--- src/rtl/rob_pkg.sv ---
package rob_pkg;

    // buffer depth and the tag that indexes it
    localparam int rob_depth = 8;
    localparam int tag_width = 3;

    // occupancy must hold the value rob_depth itself
    localparam int count_width = tag_width + 1;

    typedef logic [tag_width-1:0]   tag_t;
    typedef logic [count_width-1:0] count_t;
    typedef logic [4:0]             reg_t;

    typedef enum logic [1:0] {
        ALU,
        LD,
        ST,
        BR
    } op_t;

    // four-phase handshake machine shared by both channel ports
    typedef enum logic [1:0] {
        IDLE,
        WAIT_ACK,
        WAIT_DROP
    } hs_state_t;

    // decoded instruction as it arrives from dispatch
    // for ST, rd names the store data source
    typedef struct packed {
        op_t  op;
        reg_t rd;
        reg_t src;
    } dispatch_t;

    // completion report from an execution unit
    typedef struct packed {
        tag_t tag;
        logic mispredict;
    } complete_t;

    // retiring instruction as seen by the regfile and data memory
    typedef struct packed {
        tag_t tag;
        op_t  op;
        reg_t rd;
        logic reg_write;
        logic mem_write;
        logic flush;
    } commit_t;

endpackage

--- src/rtl/dispatch_port.sv ---
module dispatch_port (
    input  logic               clk,
    input  logic               rst,
    input  logic               disp_req,
    input  rob_pkg::dispatch_t disp,
    output logic               disp_ack,
    output rob_pkg::tag_t      disp_tag,
    input  logic               rob_full,
    input  logic               flush_pending,
    output logic               alloc_valid,
    output rob_pkg::dispatch_t alloc,
    input  rob_pkg::tag_t      alloc_tag
);
    import rob_pkg::*;

    hs_state_t state_q;
    hs_state_t state_d;
    logic      can_alloc;

    // room left and no flush about to retire
    assign can_alloc = disp_req && !rob_full && !flush_pending;

    // exactly one allocation per request, never while the ack is up
    assign alloc_valid = can_alloc && (state_q != WAIT_DROP);
    assign alloc       = disp;
    assign disp_ack    = (state_q == WAIT_DROP);

    always_comb begin
        state_d = state_q;
        unique case (state_q)
            IDLE: begin
                if (can_alloc) begin
                    state_d = WAIT_DROP;
                end else if (disp_req) begin
                    // buffer full, hold off the ack
                    state_d = WAIT_ACK;
                end
            end
            WAIT_ACK: begin
                if (can_alloc) begin
                    state_d = WAIT_DROP;
                end else if (!disp_req) begin
                    state_d = IDLE;
                end
            end
            WAIT_DROP: begin
                if (!disp_req) begin
                    state_d = IDLE;
                end
            end
            default: state_d = IDLE;
        endcase
    end

    always_ff @(posedge clk) begin
        if (rst) begin
            state_q <= IDLE;
        end else begin
            state_q <= state_d;
        end
    end

    // tag stays put until the producer closes the handshake
    always_ff @(posedge clk) begin
        if (alloc_valid) begin
            disp_tag <= alloc_tag;
        end
    end

endmodule

--- src/rtl/rob.sv ---
module rob (
    input  logic               clk,
    input  logic               rst,
    input  logic               alloc_valid,
    input  rob_pkg::dispatch_t alloc,
    output rob_pkg::tag_t      alloc_tag,
    input  logic               cmpl_valid,
    input  rob_pkg::complete_t cmpl,
    output logic               head_valid,
    output rob_pkg::commit_t   head,
    input  logic               retire,
    output logic               rob_full,
    output logic               rob_empty,
    output logic               flush_pending
);
    import rob_pkg::*;

    // per-entry payload, written at allocation
    dispatch_t              entry_q [rob_depth];
    logic [rob_depth-1:0]   busy_q;
    logic [rob_depth-1:0]   done_q;
    logic [rob_depth-1:0]   mispredict_q;

    tag_t                   head_q;
    tag_t                   tail_q;
    count_t                 count_q;

    logic                   alloc_fire;
    logic                   head_flush;
    dispatch_t              head_entry;

    assign alloc_tag  = tail_q;
    assign rob_full   = (count_q == count_t'(rob_depth));
    assign rob_empty  = (count_q == '0);
    assign alloc_fire = alloc_valid && !rob_full;

    assign head_entry = entry_q[head_q];
    assign head_valid = busy_q[head_q] && done_q[head_q];

    // a resolved, mispredicted branch at the head
    assign head_flush    = (head_entry.op == BR) && mispredict_q[head_q];
    assign flush_pending = head_valid && head_flush;

    always_comb begin
        head.tag       = head_q;
        head.op        = head_entry.op;
        head.rd        = head_entry.rd;
        head.reg_write = (head_entry.op == ALU) || (head_entry.op == LD);
        head.mem_write = (head_entry.op == ST);
        head.flush     = head_flush;
    end

    always_ff @(posedge clk) begin
        if (alloc_fire) begin
            entry_q[tail_q] <= alloc;
        end
    end

    always_ff @(posedge clk) begin
        if (rst) begin
            busy_q       <= '0;
            done_q       <= '0;
            mispredict_q <= '0;
            head_q       <= '0;
            tail_q       <= '0;
            count_q      <= '0;
        end else begin
            if (alloc_fire) begin
                busy_q[tail_q]       <= 1'b1;
                done_q[tail_q]       <= 1'b0;
                mispredict_q[tail_q] <= 1'b0;
                tail_q               <= tail_q + 1'b1;
            end

            // completions for free entries are dropped
            if (cmpl_valid && busy_q[cmpl.tag]) begin
                done_q[cmpl.tag]       <= 1'b1;
                mispredict_q[cmpl.tag] <= cmpl.mispredict;
            end

            unique case ({alloc_fire, retire})
                2'b10: count_q <= count_q + 1'b1;
                2'b01: count_q <= count_q - 1'b1;
                default: count_q <= count_q;
            endcase

            if (retire) begin
                busy_q[head_q] <= 1'b0;
                head_q         <= head_q + 1'b1;

                // drop every younger entry, including one allocated now
                if (head_flush) begin
                    busy_q  <= '0;
                    tail_q  <= head_q + 1'b1;
                    count_q <= '0;
                end
            end
        end
    end

endmodule

--- src/rtl/commit_port.sv ---
module commit_port (
    input  logic             clk,
    input  logic             rst,
    input  logic             head_valid,
    input  rob_pkg::commit_t head,
    output logic             retire,
    output logic             commit_req,
    output rob_pkg::commit_t commit,
    input  logic             commit_ack
);
    import rob_pkg::*;

    hs_state_t state_q;
    hs_state_t state_d;

    assign commit_req = (state_q == WAIT_ACK);

    always_comb begin
        state_d = state_q;
        unique case (state_q)
            IDLE: begin
                if (head_valid) begin
                    state_d = WAIT_ACK;
                end
            end
            WAIT_ACK: begin
                if (commit_ack) begin
                    state_d = WAIT_DROP;
                end
            end
            WAIT_DROP: begin
                // consumer must release ack before the next entry
                if (!commit_ack) begin
                    state_d = IDLE;
                end
            end
            default: state_d = IDLE;
        endcase
    end

    always_ff @(posedge clk) begin
        if (rst) begin
            state_q <= IDLE;
            retire  <= 1'b0;
        end else begin
            state_q <= state_d;
            // one pulse per acknowledged commit
            retire  <= (state_q == WAIT_ACK) && commit_ack;
        end
    end

    // snapshot of the head, held for the whole request
    always_ff @(posedge clk) begin
        if ((state_q == IDLE) && head_valid) begin
            commit <= head;
        end
    end

endmodule

--- src/rtl/rob_subsystem.sv ---
module rob_subsystem (
    input  logic               clk,
    input  logic               rst,
    input  logic               disp_req,
    input  rob_pkg::dispatch_t disp,
    output logic               disp_ack,
    output rob_pkg::tag_t      disp_tag,
    input  logic               cmpl_valid,
    input  rob_pkg::complete_t cmpl,
    output logic               commit_req,
    output rob_pkg::commit_t   commit,
    input  logic               commit_ack,
    output logic               rob_full,
    output logic               rob_empty
);
    import rob_pkg::*;

    logic      alloc_valid;
    dispatch_t alloc;
    tag_t      alloc_tag;
    logic      head_valid;
    commit_t   head;
    logic      retire;
    logic      flush_pending;

    dispatch_port u_dispatch_port (
        .clk           (clk),
        .rst           (rst),
        .disp_req      (disp_req),
        .disp          (disp),
        .disp_ack      (disp_ack),
        .disp_tag      (disp_tag),
        .rob_full      (rob_full),
        .flush_pending (flush_pending),
        .alloc_valid   (alloc_valid),
        .alloc         (alloc),
        .alloc_tag     (alloc_tag)
    );

    rob u_rob (
        .clk           (clk),
        .rst           (rst),
        .alloc_valid   (alloc_valid),
        .alloc         (alloc),
        .alloc_tag     (alloc_tag),
        .cmpl_valid    (cmpl_valid),
        .cmpl          (cmpl),
        .head_valid    (head_valid),
        .head          (head),
        .retire        (retire),
        .rob_full      (rob_full),
        .rob_empty     (rob_empty),
        .flush_pending (flush_pending)
    );

    commit_port u_commit_port (
        .clk        (clk),
        .rst        (rst),
        .head_valid (head_valid),
        .head       (head),
        .retire     (retire),
        .commit_req (commit_req),
        .commit     (commit),
        .commit_ack (commit_ack)
    );

endmodule

--- config.mk ---
export PLATFORM = sky130hd
export DESIGN_NAME = rob_subsystem
export DESIGN_NICKNAME = d
export VERILOG_FILES = /design/src/rtl/rob_pkg.sv /design/src/rtl/dispatch_port.sv /design/src/rtl/rob.sv /design/src/rtl/commit_port.sv /design/src/rtl/rob_subsystem.sv
export SDC_FILE = /design/constraint.sdc
export NUM_CORES = 1
export LEC_CHECK = 0
export BUFFER_PORTS_ARGS = -buffer_cell sky130_fd_sc_hd__buf_2
export CORE_MARGIN = 8
export CORE_UTILIZATION = 63
export DETAILED_ROUTE_END_ITERATION = 7
export PLACE_DENSITY_LB_ADDON = 0.12
export SETUP_SLACK_MARGIN = 0.05
export SYNTH_ARGS = -nofsm -noshare
export SYNTH_HDL_FRONTEND = slang
export SYNTH_SLANG_ARGS = --single-unit
--- constraint.sdc ---
create_clock -name clk -period 5.66 [get_ports clk]
set_input_delay 0.849 -clock clk [delete_from_list [all_inputs] [get_ports clk]]
set_output_delay 0.849 -clock clk [all_outputs]
set_load 0.02 [all_outputs]
# ---- Yosys cells after proc, flatten, opt, wreduce, memory -nomap -nowiden
# Memory sizes are Yosys's and may differ from the RTL's. A register that Yosys moved wholly into a read port is not among the register bits.
# Index checks and enable logic that the tools add are counted.
dict set report word_totals {
  ff_bits 55
  mem_bits_rw 96
  input_bits 21
  out_inout_bits 20
  wordCells 114
  memories 1
}
# name depth width read_ports rd_clocked_by_memory_dff write_ports line
set mem_list {}
lappend mem_list {u_rob.entry_q 8 12 1 1 1 rob.sv:19} ;# dispatch_t entry_q [rob_depth];
dict set report op_classes {
  addsub 4
  order_cmp 6
  eq_ne 15
  mux 44
  bitwise_logic 7
  n_reduce_logical 21
}
# operator count
set op_table {}
lappend op_table {{2-to-1 mux 8 bit} 10}
lappend op_table {{AND 8 bit} 3}
lappend op_table {{NOT 8 bit} 2}
lappend op_table {{bitwise OR 8 bit} 2}
lappend op_table {{2-to-1 mux 3 bit} 5}
lappend op_table {{2-to-1 mux 2 bit} 7}
lappend op_table {{logical AND 1 bit} 13}
lappend op_table {{binary-select mux 1 bit (select 3 bit)} 4}
lappend op_table {{< comparator 3 x 4 -> 1 bit (second input constant)} 3}
lappend op_table {{case mux 2 bit (3 select lines)} 2}
lappend op_table {{equality test 2 bit (second input constant)} 5}
lappend op_table {{demux 1 bit (select 3 bit)} 3}
lappend op_table {{greater-or-equal comparator 3 x 1 -> 1 bit (second input constant)} 3}
lappend op_table {{2-to-1 mux 1 bit} 9}
lappend op_table {{bitwise mux 8 bit} 1}
lappend op_table {{equality test 2 x 1 -> 1 bit (second input constant)} 4}
lappend op_table {{2-to-1 mux 4 bit} 2}
lappend op_table {{case mux 4 bit (2 select lines)} 1}
lappend op_table {{adder 3 x 1 -> 3 bit (second input constant)} 2}
lappend op_table {{logical NOT 2 bit} 3}
lappend op_table {{adder 4 x 1 -> 4 bit (second input constant)} 1}
lappend op_table {{equality test 4 bit (second input constant)} 1}
lappend op_table {{logical NOT 4 bit} 1}
lappend op_table {{inequality test 2 x 1 -> 1 bit (second input constant)} 2}
lappend op_table {{other kinds (6)} 8}

# ---- Logic depth before layout (Yosys ltp)
dict set report logic_depth {
  ltp_word 13
  ltp_mapped 17
  depth_no_buf 14
}

# ---- Hierarchy
# From an unflattened synthesis, not the netlist that was laid out.
dict set report unflattened {
  cells_unflattened 357
  hier_area_um2 4868.4
}
# mod instances cells_each area_each_um2 seq_area_each_um2
set by_module_without_submodules {}
lappend by_module_without_submodules {rob 1 307 4091.4 2422.3}
lappend by_module_without_submodules {commit_port 1 25 513.0 450.4}
lappend by_module_without_submodules {dispatch_port 1 25 264.0 130.1}

# ---- Worst setup path after synthesis
# No wires, ideal clock.
dict set report synth_path {
  kind {flip-flop to flip-flop}
  from {register (tool-made name)}
  to {register u_rob.count_q[2]}
  setup_ns 0.116
  t_arrival_ns 2.764
  required_time_ns 5.544
  setup_slack_ns 2.780
  path_stages_with_launch 17
  n_path_buf 2
  period_less_slack_ns 2.880
  path_cell_list {dfxtp_1 > buf_6 > mux4_2 > mux2_2 > inv_2 > nor3_4 > a21oi_4 > buf_6 > inv_1 > ha_1 > xor2_1 > ha_1 > a21oi_1 > xor2_1 > nor2_1 > xnor2_1 > nor2_1}
}
# item line
set synth_rtl {}
lappend synth_rtl {{end signal: assignment} rob.sv:82} ;# 2'b10: count_q <= count_q + 1'b1;
lappend synth_rtl {{end signal: assignment} rob.sv:83} ;# 2'b01: count_q <= count_q - 1'b1;
lappend synth_rtl {{end signal: assignment} rob.sv:84} ;# default: count_q <= count_q;
lappend synth_rtl {{end: declaration} rob.sv:26} ;# count_t count_q;

==> flow_summary.toml <==
[die]
die-area_um2 = 10500
num_rows = 31
fp.dieH_um = 102
coreArea_um2 = 7250
start_util_pct = 64.9
die_w_um = 102
io_pins = 41

[timing]
setup_ws_ps = 1760
fmax_ghz = 0.257
final_max_slew_viol_count = 0
hold_viol = 0
finalCriticalPeriod_ps = 3900
tightest_slew_ps = 943
finalCritPeriodShare_pct = 68.8
grt_setup_unrepaired = "no"
setup_viol_count_final = 0
fin_setup_tns_ps = 0
fin_worst_skew_ps = 7.35
slew_headroom_pct = 37.0

[synth]
yosys-top-cells-area = "edfxtp_1 (46%), dfxtp_1 (18%), mux4_2 (7.2%)"
ys.flop_type = "edfxtp_1"
avgSynthCellArea_um2 = 14.7
synth_edf_count = 72
yosys-top-cells-count = "edfxtp_1 (72), dfxtp_1 (42), o22ai_1 (16), mux4_2 (15), nor2_1 (15)"
synth_most_common_cell = "edfxtp_1"
synth_warnings = 0
ys_ff_latch = 114
seq_area_frac_synth_pct = 63.8
synth_top_area_cell = "edfxtp_1"
synth_cell_types = 56
syn_area_um2 = 4710
netlist_instances = 321
synth_fp_nets = 347
async_reset_ff_share_pct = 0
synth_top_area_share_pct = 45.9

[power_and_ir_drop]
clock_power_share_pct = 52.3
p_comb_share_pct = 4.0
intPower_mw = 1.65
ir_drop_mv = 0.226
p_sw_share_pct = 21.2
p_sw_mw = 0.444
p_per_area_nw_per_um2 = 377
p_seq_share_pct = 43.8
leakage_nw = 1.91

[cells_and_area]
area_growth_pct = 17.6
nFillCells = 442
drive_gt1_share_pct = 28.5
seq_area_um2 = 3000
n_antenna_cell = 0
final_nets = 386
multiInputGateArea_um2 = 1600

[hold_path]
hold_depth = 1
min_to = "u_dispatch_port.state_q[0]"
hp-start = "u_dispatch_port.state_q[1]"
hold_class = "flip-flop to flip-flop"

[worst_setup_path]
ff2ff_setup_slack_ps = 1760
r2r-end = "u_rob.count_q[2]"
critPathKind = "flip-flop to flip-flop"
r2r_cells = 14
path_max_fanout = 16
arrival_ps = 4280
critPathCaptureType = "flip-flop"
start_kind = "flip-flop"
critPathRequiredTime_ps = 6050

[drt]
vias = 2949
drtAntennaViolNets = 0
drc = 0
drt_iter0_drc = 235
vias_per_cell = 6.26
drtPass1Iterations = 4
wl_per_cell_um = 22.9
drt_wl_total_um = 10800

[place]
preCtsSetupSlack_ps = 1790
gp_congestion = 0.874
dp_hpwl_um = 6110
port-buffer-count = 35

[clock_tree]
h-tree-depth = 4
tritoncts = "yes"
insertion_delay_ps = 500
cts_inserted_buffers = 17
post_cts_buffers = 0
cts-resized-gates = 0
clockRootBuffer = "clkbuf_8"
cts_sinks = 114
holdBufCountCts = 0
ctsLongestPathBuffers = 2
clk_pin_slew_ps = 50

[run]
drv_cap = 0

[grt]
grt_max_degree = 40
grt_pass1_vias = 3061
grt.total_usage_pct = 22.2
grt-ovfl-total = 0
antenna_found_initial = 0
grt_pass1_wl_um = 16800

[outcome]
outcome = "completed"
==> layer usage <==
layer | share of wire [%] | GRT usage (%) | wire (um) | up-vias
li1 | - | - | - | 1331
met1 | 41 | 27.1 | 4480 | 1487
met2 | 51 | 37.3 | 5540 | 117
met3 | 6.0 | 6.61 | 647 | 14
met4 | 1.2 | 5.87 | 125 | 0
met5 | 0 | 0 | 0 | -
==> worst max-delay path, cell delays in order (launching register included) <==
cell and delay (ps):
dfxtp_1 940, mux4_2 620, mux2_2 320, inv_2 90
nor3_4 70, a21oi_4 370, inv_1 120, ha_1 270
xor2_1 190, ha_1 190, a21oi_1 140, xor2_1 180
nor2_1 70, xnor2_1 150, nor2_1 50
==> layout make-up <==
cell class,instances,share of cell area (%)
flip-flops and latches,114,54.2
multi-input cells,184,28.9
clock buffers,17,7.48
clock inverters,14,3.39
repair buffers,36,3.30
well taps,99,2.24
inverters,7,0.475
==> per-stage QoR <==
stage	std cells	instance area (um2)	util (%)	total power, mW	hold slack [ps]
4_1_cts	471	5540	76.3	2.09	420
5_1_grt	471	5540	76.3	2.15	454
3_5_place_dp	440	4930	68.0	1.01	413
3_3_place_gp	440	4930	68.0	1.01	405
6_report	471	5540	76.3	2.09	420
2_1_floorplan	321	4710	-	0.982	400
==> flip-flops by register name, summed over array words and instances (netlist names), named ones only <==
name / count
u_rob.count_q: 4
u_dispatch_port.state_q: 2
u_commit_port.state_q: 2
u_rob.mispredict_q: 8
u_rob.alloc_tag: 3
u_rob.head_q: 3
u_commit_port.commit: 13
u_rob.done_q: 8
u_rob.busy_q: 8
u_rob.entry_q: 56
u_dispatch_port.disp_tag: 3
u_commit_port.retire: 1
==> cells in the final DEF, fill, tap and decap left out, drive strengths merged, types with 7 or more instances in the layout <==
cell    netlist  layout
a21oi        10      10
buf           7      36
clkbuf        9      17
dfxtp        42      42
edfxtp       72      72
inv           7       9
mux2          7       7
mux2i         8       8
mux4         15      15
nand2b       13      13
nand3         7       7
nand3b       10      10
nor2         15      15
nor3          7       7
o221a         8       8
o22ai        16      16
==> worst max-delay path by stage <==
stage / startpoint / endpoint / cells past startpoint / slack (ps)
after floorplan: flip-flop / u_rob.count_q[2] / 16 / 2780
after global placement: flip-flop / u_rob.count_q[2] / 14 / 1880
after detailed placement: flip-flop / u_rob.count_q[2] / 14 / 1790
after CTS: flip-flop / u_rob.count_q[2] / 14 / 1710
after global routing: flip-flop / u_rob.count_q[2] / 14 / 1450
final: flip-flop / u_rob.count_q[2] / 14 / 1760
==> power by group through the flow <==
stage | clock (mW) | sequential, mW | combinational, mW
after floorplan | 0 | 0.930 | 0.0525
after detailed placement | 0 | 0.931 | 0.0813
final | 1.09 | 0.915 | 0.0829
after CTS | 1.09 | 0.914 | 0.0833
after global placement | 0 | 0.929 | 0.0777
after global routing | 1.14 | 0.916 | 0.0898
==> cells by family (layout without fill, tap and decap cells) <==
group | count (synthesis) | after routing | synth area share, %
flops | 114 | 114 | 63.8
simple gates | 89 | 89 | 12.0
compound gates | 51 | 51 | 8.03
mux | 30 | 30 | 10.8
buf+inv | 23 | 74 | 2.34
xor+xnor | 9 | 9 | 1.67
fa+ha+maj | 5 | 5 | 1.33
No activity file was read; power rests on OpenSTA's default activity.
